`config.mk`:
```
export PLATFORM = sky130hd
export DESIGN_NAME = rvPipeline
export DESIGN_NICKNAME = d
export VERILOG_FILES = /design/src/verilog/rvPkg.sv /design/src/verilog/rvPipeline.sv /design/src/verilog/memWbStage.sv /design/src/verilog/executeStage.sv /design/src/verilog/decodeStage.sv /design/src/verilog/regFile.sv /design/src/verilog/fetchStage.sv
export VERILOG_INCLUDE_DIRS = /design/src /design/src/verilog
export SDC_FILE = /design/constraint.sdc
export NUM_CORES = 2
export LEC_CHECK = 0
export BUFFER_PORTS_ARGS = -buffer_cell sky130_fd_sc_hd__buf_4
export CAP_MARGIN = 5
export CORE_MARGIN = 4
export CORE_UTILIZATION = 55
export CTS_CLUSTER_SIZE = 28
export DETAILED_ROUTE_END_ITERATION = 8
export PLACE_DENSITY = 0.71
export SETUP_SLACK_MARGIN = 0.4
export SYNTH_ARGS = -nofsm -noshare
export SYNTH_HDL_FRONTEND = slang
export SYNTH_HIERARCHICAL = 1
export SYNTH_SLANG_ARGS = --single-unit
```
`constraint.sdc`:
```
create_clock -name clk -period 13.2 [get_ports clk]
set_input_delay 2.64 -clock clk [delete_from_list [all_inputs] [get_ports clk]]
set_output_delay 2.64 -clock clk [all_outputs]
set_load 0.03 [all_outputs]
```
`src/verilog/rv_defines.svh`:
```
`ifndef RV_DEFINES_SVH
`define RV_DEFINES_SVH

// datapath width
`define XLEN 32

// register file geometry
`define REG_ADDR_W 5
`define NUM_REGS 32

// word address on both memory ports, byte offset dropped
`define MEM_ADDR_W 30

// width of the ALU operation select
`define ALU_SEL_W 4

`endif
```
`src/verilog/rvPkg.sv`:
```
package rvPkg;

`include "rv_defines.svh"

    // major opcodes still decoded by the core
    typedef enum logic [6:0] {
        OP     = 7'b0110011,
        OP_IMM = 7'b0010011,
        LOAD   = 7'b0000011,
        STORE  = 7'b0100011
    } opcode_e;

    typedef enum logic [`ALU_SEL_W-1:0] {
        AND = 4'd0,
        OR  = 4'd1,
        ADD = 4'd2,
        SLL = 4'd3,
        SRL = 4'd4,
        SRA = 4'd5,
        SUB = 4'd6,
        SLT = 4'd7,
        XOR = 4'd8
    } aluSel_e;

    typedef struct packed {
        logic [6:0]             funct7;
        logic [`REG_ADDR_W-1:0] rs2;
        logic [`REG_ADDR_W-1:0] rs1;
        logic [2:0]             funct3;
        logic [`REG_ADDR_W-1:0] rd;
        logic [6:0]             opcode;
    } rFormat_s;

    // I and S share the upper immediate bits
    typedef struct packed {
        logic [6:0]             immHi;
        logic [`REG_ADDR_W-1:0] rs2orImm;  // rs2 for S, imm[4:0] for I
        logic [`REG_ADDR_W-1:0] rs1;
        logic [2:0]             funct3;
        logic [`REG_ADDR_W-1:0] rdOrImmLo; // imm[4:0] for S
        logic [6:0]             opcode;
    } iFormat_s;

    typedef union packed {
        rFormat_s r;
        iFormat_s i;
    } instrWord_u;

    typedef struct packed {
        logic regWrite;
        logic memRead;
        logic memWrite;
        logic memToReg;
        logic aluSrc;   // operand b from immediate
        logic isImmOp;  // OP_IMM, keeps funct7 from selecting sub
    } ctrl_s;

    typedef struct packed {
        logic              valid;
        logic [`XLEN-1:0]  instr;
    } ifIdReg_s;

    typedef struct packed {
        ctrl_s                  ctrl;
        logic [2:0]             funct3;
        logic                   funct7b5;
        logic [`XLEN-1:0]       rs1Data;
        logic [`XLEN-1:0]       rs2Data;
        logic [`XLEN-1:0]       imm;
        logic [`REG_ADDR_W-1:0] rs1;
        logic [`REG_ADDR_W-1:0] rs2;
        logic [`REG_ADDR_W-1:0] rd;
    } idExReg_s;

    typedef struct packed {
        ctrl_s                  ctrl;
        logic [`XLEN-1:0]       aluResult;
        logic [`XLEN-1:0]       storeData;
        logic [`REG_ADDR_W-1:0] rd;
    } exMemReg_s;

    typedef struct packed {
        logic                   regWrite;
        logic                   memToReg;
        logic [`XLEN-1:0]       loadData;
        logic [`XLEN-1:0]       aluResult;
        logic [`REG_ADDR_W-1:0] rd;
    } memWbReg_s;

    // writeback bus, also the forwarding source two stages back
    typedef struct packed {
        logic                   we;
        logic [`REG_ADDR_W-1:0] rd;
        logic [`XLEN-1:0]       data;
    } wbPort_s;

endpackage

```
`src/verilog/rvPipeline.sv`:
```
`timescale 1ns/1ps
`include "rv_defines.svh"

module rvPipeline (
    input  logic                   clk,
    input  logic                   rst_n,
    output logic [`MEM_ADDR_W-1:0] imemAddr,
    input  logic [`XLEN-1:0]       imemData,
    output logic                   dmemRead,
    output logic                   dmemWrite,
    output logic [`MEM_ADDR_W-1:0] dmemAddr,
    output logic [`XLEN-1:0]       dmemWdata,
    input  logic [`XLEN-1:0]       dmemRdata
);

    import rvPkg::*;

    ifIdReg_s  ifId;
    idExReg_s  idEx;
    exMemReg_s exMem;
    wbPort_s   wb;
    logic      loadUseStall;

    fetchStage fetch (
        .clk          (clk),
        .rst_n        (rst_n),
        .loadUseStall (loadUseStall),
        .imemData     (imemData),
        .imemAddr     (imemAddr),
        .ifId         (ifId)
    );

    decodeStage decode (
        .clk          (clk),
        .rst_n        (rst_n),
        .ifId         (ifId),
        .wb           (wb),
        .loadUseStall (loadUseStall),
        .idEx         (idEx)
    );

    executeStage execute (
        .clk   (clk),
        .rst_n (rst_n),
        .idEx  (idEx),
        .wb    (wb),
        .exMem (exMem)
    );

    memWbStage memWbStg (
        .clk       (clk),
        .rst_n     (rst_n),
        .exMem     (exMem),
        .dmemRdata (dmemRdata),
        .wb        (wb)
    );

    // data port straight from EX/MEM
    assign dmemRead  = exMem.ctrl.memRead;
    assign dmemWrite = exMem.ctrl.memWrite;
    assign dmemAddr  = exMem.aluResult[`XLEN-1:2];
    assign dmemWdata = exMem.storeData;

endmodule

```
`src/verilog/memWbStage.sv`:
```
`timescale 1ns/1ps
`include "rv_defines.svh"

module memWbStage (
    input  logic             clk,
    input  logic             rst_n,
    input  rvPkg::exMemReg_s exMem,
    input  logic [`XLEN-1:0] dmemRdata,
    output rvPkg::wbPort_s   wb
);

    import rvPkg::*;

    memWbReg_s memWb;

    always_ff @(posedge clk) begin
        if (!rst_n) begin
            memWb <= '0;
        end else begin
            memWb.regWrite  <= exMem.ctrl.regWrite;
            memWb.memToReg  <= exMem.ctrl.memToReg;
            memWb.loadData  <= dmemRdata; // read data valid same cycle
            memWb.aluResult <= exMem.aluResult;
            memWb.rd        <= exMem.rd;
        end
    end

    assign wb.we   = memWb.regWrite;
    assign wb.rd   = memWb.rd;
    assign wb.data = memWb.memToReg ? memWb.loadData : memWb.aluResult;

endmodule

```
`src/verilog/executeStage.sv`:
```
`timescale 1ns/1ps
`include "rv_defines.svh"

module executeStage (
    input  logic             clk,
    input  logic             rst_n,
    input  rvPkg::idExReg_s  idEx,
    input  rvPkg::wbPort_s   wb,
    output rvPkg::exMemReg_s exMem
);

    import rvPkg::*;

    logic [`XLEN-1:0] opA;
    logic [`XLEN-1:0] rs2Fwd;
    logic [`XLEN-1:0] opB;
    logic [`XLEN-1:0] aluOut;
    aluSel_e          aluSel;

    // EX/MEM wins over writeback, register value last
    function automatic logic [`XLEN-1:0] forwardOperand(
        input logic [`REG_ADDR_W-1:0] rs,
        input logic [`XLEN-1:0]       regVal,
        input exMemReg_s              exm,
        input wbPort_s                w
    );
        if (exm.ctrl.regWrite && (exm.rd != '0) && (exm.rd == rs)) begin
            return exm.aluResult;
        end else if (w.we && (w.rd != '0) && (w.rd == rs)) begin
            return w.data;
        end
        return regVal;
    endfunction

    assign opA    = forwardOperand(idEx.rs1, idEx.rs1Data, exMem, wb);
    assign rs2Fwd = forwardOperand(idEx.rs2, idEx.rs2Data, exMem, wb);
    assign opB    = idEx.ctrl.aluSrc ? idEx.imm : rs2Fwd;

    always_comb begin
        aluSel = ADD; // loads and stores add the offset
        if (idEx.ctrl.isImmOp || !idEx.ctrl.aluSrc) begin
            case (idEx.funct3)
                3'b000: aluSel = (!idEx.ctrl.isImmOp && idEx.funct7b5) ? SUB : ADD;
                3'b001: aluSel = SLL;
                3'b010: aluSel = SLT;
                3'b100: aluSel = XOR;
                3'b101: aluSel = idEx.funct7b5 ? SRA : SRL;
                3'b110: aluSel = OR;
                3'b111: aluSel = AND;
                default: aluSel = ADD; // sltu not implemented
            endcase
        end
    end

    always_comb begin
        case (aluSel)
            AND:     aluOut = opA & opB;
            OR:      aluOut = opA | opB;
            ADD:     aluOut = opA + opB;
            SLL:     aluOut = opA << opB[4:0];
            SRL:     aluOut = opA >> opB[4:0];
            SRA:     aluOut = $signed(opA) >>> opB[4:0];
            SUB:     aluOut = opA - opB;
            SLT:     aluOut = {{(`XLEN-1){1'b0}}, $signed(opA) < $signed(opB)};
            XOR:     aluOut = opA ^ opB;
            default: aluOut = '0;
        endcase
    end

    always_ff @(posedge clk) begin
        if (!rst_n) begin
            exMem <= '0;
        end else begin
            exMem.ctrl      <= idEx.ctrl;
            exMem.aluResult <= aluOut;
            exMem.storeData <= rs2Fwd; // forwarded, not the stale ID/EX copy
            exMem.rd        <= idEx.rd;
        end
    end

endmodule

```
`src/verilog/decodeStage.sv`:
```
`timescale 1ns/1ps
`include "rv_defines.svh"

module decodeStage (
    input  logic            clk,
    input  logic            rst_n,
    input  rvPkg::ifIdReg_s ifId,
    input  rvPkg::wbPort_s  wb,
    output logic            loadUseStall,
    output rvPkg::idExReg_s idEx
);

    import rvPkg::*;

    instrWord_u       instr;
    ctrl_s            ctrl;
    logic [`XLEN-1:0] imm;
    logic [`XLEN-1:0] rfRs1Data;
    logic [`XLEN-1:0] rfRs2Data;
    logic [`XLEN-1:0] rs1Data;
    logic [`XLEN-1:0] rs2Data;

    assign instr = ifId.instr;

    always_comb begin
        ctrl = '0;
        if (ifId.valid) begin
            case (instr.r.opcode)
                OP: ctrl.regWrite = 1'b1;
                OP_IMM: begin
                    ctrl.regWrite = 1'b1;
                    ctrl.aluSrc   = 1'b1;
                    ctrl.isImmOp  = 1'b1;
                end
                LOAD: begin
                    ctrl.regWrite = 1'b1;
                    ctrl.memRead  = 1'b1;
                    ctrl.memToReg = 1'b1;
                    ctrl.aluSrc   = 1'b1;
                end
                STORE: begin
                    ctrl.memWrite = 1'b1;
                    ctrl.aluSrc   = 1'b1;
                end
                default: ctrl = '0; // unsupported opcode acts as a nop
            endcase
        end
    end

    // S splits the low immediate bits into the rd field
    assign imm = (instr.i.opcode == STORE)
               ? {{20{instr.i.immHi[6]}}, instr.i.immHi, instr.i.rdOrImmLo}
               : {{20{instr.i.immHi[6]}}, instr.i.immHi, instr.i.rs2orImm};

    regFile regs (
        .clk     (clk),
        .rst_n   (rst_n),
        .rs1     (instr.r.rs1),
        .rs2     (instr.r.rs2),
        .wb      (wb),
        .rs1Data (rfRs1Data),
        .rs2Data (rfRs2Data)
    );

    // write-through of the register being written this cycle
    assign rs1Data = (wb.we && (wb.rd != '0) && (wb.rd == instr.r.rs1)) ? wb.data : rfRs1Data;
    assign rs2Data = (wb.we && (wb.rd != '0) && (wb.rd == instr.r.rs2)) ? wb.data : rfRs2Data;

    // load in EX whose result the instruction here needs
    assign loadUseStall = idEx.ctrl.memRead && (idEx.rd != '0)
                       && ((idEx.rd == instr.r.rs1) || (idEx.rd == instr.r.rs2));

    always_ff @(posedge clk) begin
        if (!rst_n) begin
            idEx <= '0;
        end else begin
            idEx.ctrl     <= loadUseStall ? '0 : ctrl; // bubble
            idEx.funct3   <= instr.r.funct3;
            idEx.funct7b5 <= instr.r.funct7[5];
            idEx.rs1Data  <= rs1Data;
            idEx.rs2Data  <= rs2Data;
            idEx.imm      <= imm;
            idEx.rs1      <= instr.r.rs1;
            idEx.rs2      <= instr.r.rs2;
            idEx.rd       <= instr.r.rd;
        end
    end

endmodule

```
`src/verilog/regFile.sv`:
```
`timescale 1ns/1ps
`include "rv_defines.svh"

module regFile (
    input  logic                   clk,
    input  logic                   rst_n,
    input  logic [`REG_ADDR_W-1:0] rs1,
    input  logic [`REG_ADDR_W-1:0] rs2,
    input  rvPkg::wbPort_s         wb,
    output logic [`XLEN-1:0]       rs1Data,
    output logic [`XLEN-1:0]       rs2Data
);

    logic [`XLEN-1:0] regs [`NUM_REGS];

    // plain array reads, bypass lives in decode
    assign rs1Data = regs[rs1];
    assign rs2Data = regs[rs2];

    always_ff @(posedge clk) begin
        if (!rst_n) begin
            for (int i = 0; i < `NUM_REGS; i++) begin
                regs[i] <= '0;
            end
        end else if (wb.we && (wb.rd != '0)) begin
            regs[wb.rd] <= wb.data; // x0 stays zero
        end
    end

endmodule

```
`src/verilog/fetchStage.sv`:
```
`timescale 1ns/1ps
`include "rv_defines.svh"

module fetchStage (
    input  logic                   clk,
    input  logic                   rst_n,
    input  logic                   loadUseStall,
    input  logic [`XLEN-1:0]       imemData,
    output logic [`MEM_ADDR_W-1:0] imemAddr,
    output rvPkg::ifIdReg_s        ifId
);

    logic [`XLEN-1:0] pc;

    assign imemAddr = pc[`XLEN-1:2]; // word address

    always_ff @(posedge clk) begin
        if (!rst_n) begin
            pc   <= '0;
            ifId <= '0;
        end else if (!loadUseStall) begin
            pc         <= pc + `XLEN'd4;
            ifId.valid <= 1'b1;
            ifId.instr <= imemData;
        end
        // stalled: PC and IF/ID both hold
    end

endmodule

```
After elaboration in Yosys (flattened, before gate mapping). Memory sizes are Yosys's and may differ from the RTL's. A register that Yosys moved wholly into a read port is not among the register bits. Cells that the tools add are included. W data, S select, Z words.

RAM bits: 1024. Word-level logic and storage cells: 116. Flip-flop bits (word level): 244. Memories: 1. Bits of input ports: 66.

$add $sub $neg: 3. Bitwise gates (word level): 5. Mux-type cells: 30. $lt $le $gt $ge: 1. Reductions and logical operators: 24. Equal/unequal tests: 24. Shift operators: 3.

Memories: decode.regs.regs (depth 32, bits a word 32, read ports 2, clocked after memory_dff 2, write ports 32, RTL line regFile.sv:14) `` logic [`XLEN-1:0] regs [`NUM_REGS]; ``.

Operators by type and width (number): $mux W32 (9); $pmux W32 S9 (1); $add A32 B3 Y32 const B (1); $add A32 B32 Y32 (1); $and A32 B32 Y32 (1); $lt A32 B32 Y1 (1); $or A32 B32 Y32 (1); $reduce_or A32 Y1 (1); $shl A32 B5 Y32 (1); $shr A32 B5 Y32 (1); $sshr A32 B5 Y32 (1); $sub A32 B32 Y32 (1); $xor A32 B32 Y32 (1); $eq A5 B5 Y1 (6); $pmux W4 S7 (1); $eq A4 B3 Y1 const B (4); $mux W1 (15); $reduce_bool A5 Y1 (3); $eq A7 B6 Y1 const B (2); $eq A3 B3 Y1 const B (4); $mux W5 (2); $logic_and A1 B1 Y1 (9); $reduce_or A3 Y1 (3); $eq A4 B2 Y1 const B (2); other kinds (13) (18).

Longest topological paths before layout.
Depth after elaboration: 9. Mapped depth: 24. Mapped depth without buffers: 20.

Modules after synthesis. Netlist, hierarchy kept.

Modules (own cells, without submodules): regFile (cells each 4609, area an instance 55715.9 um^2, times used 1); executeStage (cells each 1953, area an instance 12704.7 um^2, times used 1); decodeStage (cells each 423, area an instance 4048.9 um^2, times used 1); fetchStage (cells each 270, area an instance 2603.7 um^2, times used 1); memWbStage (cells each 191, area an instance 2486.1 um^2, times used 1).

Worst setup path before layout. OpenSTA, ideal clock, no wires.

Path kind: input to register. Start: input rst_n. End: memory decode/regs/regs[24][0] (netlist bit) (enable). Cell stages on the path: 4. Required time: 12.734 ns. Buffers on the path: 1. Slack: 7.207 ns. Arrival: 5.527 ns. Cell sequence: nand2_1 -> or3_4 -> buf_6 -> o21ai_0.

RTL lines: start: declaration (RTL line rvPipeline.sv:6) `input logic rst_n,`; end: declaration (RTL line regFile.sv:14).

Worst setup path after layout.
Start: register memWbStg.memWb (netlist bit memWbStg/wb[36]). End: register execute/exMem[65] (netlist name).

Word-level cells in the longest chain between the ends: 9. Elaborated cells on any way between the ends: 22. Those cells by class: add/sub: 2; eq/ne: 2; shift: 3; mux: 8; bitwise: 3; reduce/logical: 4.

Ends and longest elaborated chain: start: declaration (RTL line memWbStage.sv:14) `memWbReg_s memWb;`; $reduce_bool A5 Y1 (RTL line executeStage.sv:29) `end else if (w.we && (w.rd != '0) && (w.rd == rs)) begin`; $logic_and A1 B1 Y1 (2 in a row) (RTL line executeStage.sv:29); $mux W1 (RTL line executeStage.sv:29); $mux W1 (RTL line executeStage.sv:27) `if (exm.ctrl.regWrite && (exm.rd != '0) && (exm.rd == rs)) begin`; $mux W32 (RTL line executeStage.sv:32) `return regVal;`; $mux W32 (RTL line executeStage.sv:37) `assign opB = idEx.ctrl.aluSrc ? idEx.imm : rs2Fwd;`; $sub A32 B32 Y32, or another cell as far along (RTL line executeStage.sv:63) `SUB: aluOut = opA - opB;`; $pmux W32 S9 * (RTL line executeStage.sv:56) `case (aluSel)`.

Every way passes the cells marked *; elsewhere a longest branch is shown, timed or not. A chain may end at the register's enable or synchronous reset.

==> results by group <==
Timing
  – Headroom to the max-slew limit: 0.0398
  – Transition at the pin with the smallest max-transition slack: 1.44 ns
  – Fin. max-slew vios: 0
  – Final worst slack: ~5.5 ns
  – Setup repair after global routing missed its margin: no
  – Share of the clock period used by the worst path: 0.581
  – Final setup skew: roughly 0.045 ns
  – Fin Setup TNS: 0 ns
  – Final Hold Viols: 0
  – Clock period minus final worst setup slack: 7.67 ns
  – FMAX: between 100 and 150 MHz
  – Finish-stage setup viols: 0

Clock tree
  – Sinks on Clock Net: 1,330
  – Clock tree from TritonCTS: built
  – Maximum clock insertion buffer count: 3
  – Cell chosen for the clock root: sky130_fd_sc_hd__clkbuf_16
  – Total CTS buffers: 145
  – Number of gates resized after CTS: 0
  – Clock edge transition at the registers on the reported setup and hold paths: 0.06 ns
  – CTS H-tree lvls: 4
  – # Post-CTS Setup Buffers: 0
  – Later-pin clock latency in the skew report: 0.81 ns
  – Hold-fix buffer count after cts: 0

Die
  – Total Die Area: about 150,000 µm²
  – Initial Utilization: 0.555
  – Chip height: 383 µm
  – IO Count: 160
  – Core Area: 140,000 µm²
  – Number of placement rows: 137
  – Floorplan die width: ~380 µm

Logic synthesis
  – Mean area per synthesized cell: 10.4 µm²
  – Post-Synthesis Cells: 7,442
  – Summed instance area of the synthesized netlist: just under 80,000 µm²
  – Count of yosys warnings during synthesis: 6

GRT
  – All-Layer GR Usage: 0.404
  – Number of global-route vias before repair: between 60,000 and 70,000
  – Initial antenna violation count: 17
  – Total congestion overflow: 0
  – First-pass GRT wire length: 430,000 µm
  – Maximum number of pins on one net before global-route repair: 122

Worst setup path
  – Worst Setup End Kind: flip-flop
  – Delay contributed by the slowest stage of the critical path: between 0.7 and 0.8 ns
  – Combined buffer and inverter count along the critical path: 4
  – Depth of the critical timing path with buffers and inverters included: 22
  – Critical path fanouts, max: 32
  – Category of the most critical setup path: flip-flop to flip-flop
  – Crit-path slowest cell: sky130_fd_sc_hd__a211oi_1
  – Worst path required time: approximately 14 ns
  – Cell class contributing the biggest share of worst-path delay: compound AO/OA/AOI/OAI gates
  – Number of cells on the worst reg-to-reg path: 22
  – Chain of cells forming the critical path: xor2_1 > nor4b_2 > nand3_1 > a311oi_4 > buf_4 > nor2_4 > inv_1 > ha_1 > inv_1 > fa_1 > nor3_1 > o311ai_0 > a211oi_1 > o21ai_0 > o41ai_1 > buf_4 > nand3_1 > o31a_1 > o21ai_1 > o221a_2 > o21ai_1 > o31a_1
  – Critical Path AT: 8.34 ns
  – Element type at the critical path start: flip-flop

Power
  – Leakage: 31.4 nW
  – Power density of the placed cells: 128 nW/µm²
  – Max IR drop VDD: around 120 µV
  – Total chip power: 0.0108 W

Placed design
  – RD Place Congestion: 1.09
  – Worst setup timing slack at the placement stage: 5.92 ns
  – Placed instance area: 80,000 µm²
  – Total of buffers placed on input and output ports: approximately 160
  – Half-perimeter wire length after detailed placement: 197,000 µm

Finish
  – Top library cells by usage in the layout, fill and taps aside: 1,135 x sky130_fd_sc_hd__and2_1, 1,106 x sky130_fd_sc_hd__mux2i_1, 1,024 x sky130_fd_sc_hd__edfxtp_1
  – Number of nets in the final layout: 7,445
  – Share of layout cells above drive strength 1: 0.105
  – Post-route cell area: between 80,000 and 90,000 µm²
  – Area delta synth->final: 9.26%
  – Commonest non-fill, non-tap cell in the layout: sky130_fd_sc_hd__and2_1

Route
  – Mean routed wirelength per cell: 32.9 µm
  – Total routed wirelength: 305,000 µm
  – Number of vias in the routed layout: between 60,000 and 70,000
  – First-pass detailed-route iteration total: 7
  – Residual DRC: 0
  – Post-route ant nets: 0
  – DRC violation total after the first TritonRoute iteration: 8,373
  – Via density: ~6.8

Job
  – Max-cap violations: 0

Worst hold path
  – Class of the tightest hold or removal check: flip-flop to flip-flop
  – Worst Hold Path Cells: 1

Outcome
  – Run status: finished clean
[cell type report]
cell class	instances	area [µm²]
Fill cell	11400	55000
Multi-Input combinational cell	5347	37700
Sequential cell	1330	36900
Clock buffer	188	3860
Timing Repair Buffer	341	2670
Tap cell	1876	2350
Clock inverter	76	831
Inverter	107	402
Antenna cell	13	32.5
[per-stage QoR]
step,utilization,hold WS [ns],cells
after CTS,0.606,0.434,9264
after detailed placement,0.572,0.422,9000
after floorplan,-,0.412,7473
after global routing,0.606,0.460,9266
final,0.606,0.434,9278
after global placement,0.572,0.418,9000
[per-layer routing]
layer,vias up,share of wire,GRT usage
met2,4039,0.45,0.623
met3,1043,0.10,0.0851
met1,30900,0.38,0.518
met5,-,0.000098,0
met4,4,0.076,0.259
li1,26700,-,-
[worst reg2reg max path, delay by kind of cell (launching register included)]
family                   cells  cell delay [ns]
AO/OA/AOI/OAI               10             3.39
AND/OR/NAND/NOR              5             1.57
adder cells (fa/ha/maj)      2             0.71
XOR/XNOR                     1             0.19
flip-flops                   1             0.64
buffers and inverters        4             1.03
[power breakdown]
group	leakage [nW]	internal (W)	switching, W
Combinational	16.0	0.000587	0.00136
Clock	2.26	0.00227	0.00176
Sequential	13.1	0.00468	0.000181
[path summary, 6_finish.rpt]
check,start,to,slack [ns]
worst max-delay path,memWbStg/wb[36],execute/exMem[65],5.53
worst min-delay path,execute/exMem[71],memWbStg/memWb[69],0.43
worst max register to register,memWbStg/wb[36],execute/exMem[65],5.53
worst min register to register,execute/exMem[71],memWbStg/memWb[69],0.43
[sequential cells by signal, indices dropped and copies added (netlist names)]
register          count
decode/idEx          99
decode/regs/regs   1024
execute/exMem        73
fetch/ifId           33
fetch/pc             30
memWbStg/memWb       65
memWbStg/wb           6
Power figures use the tool's default switching activity.
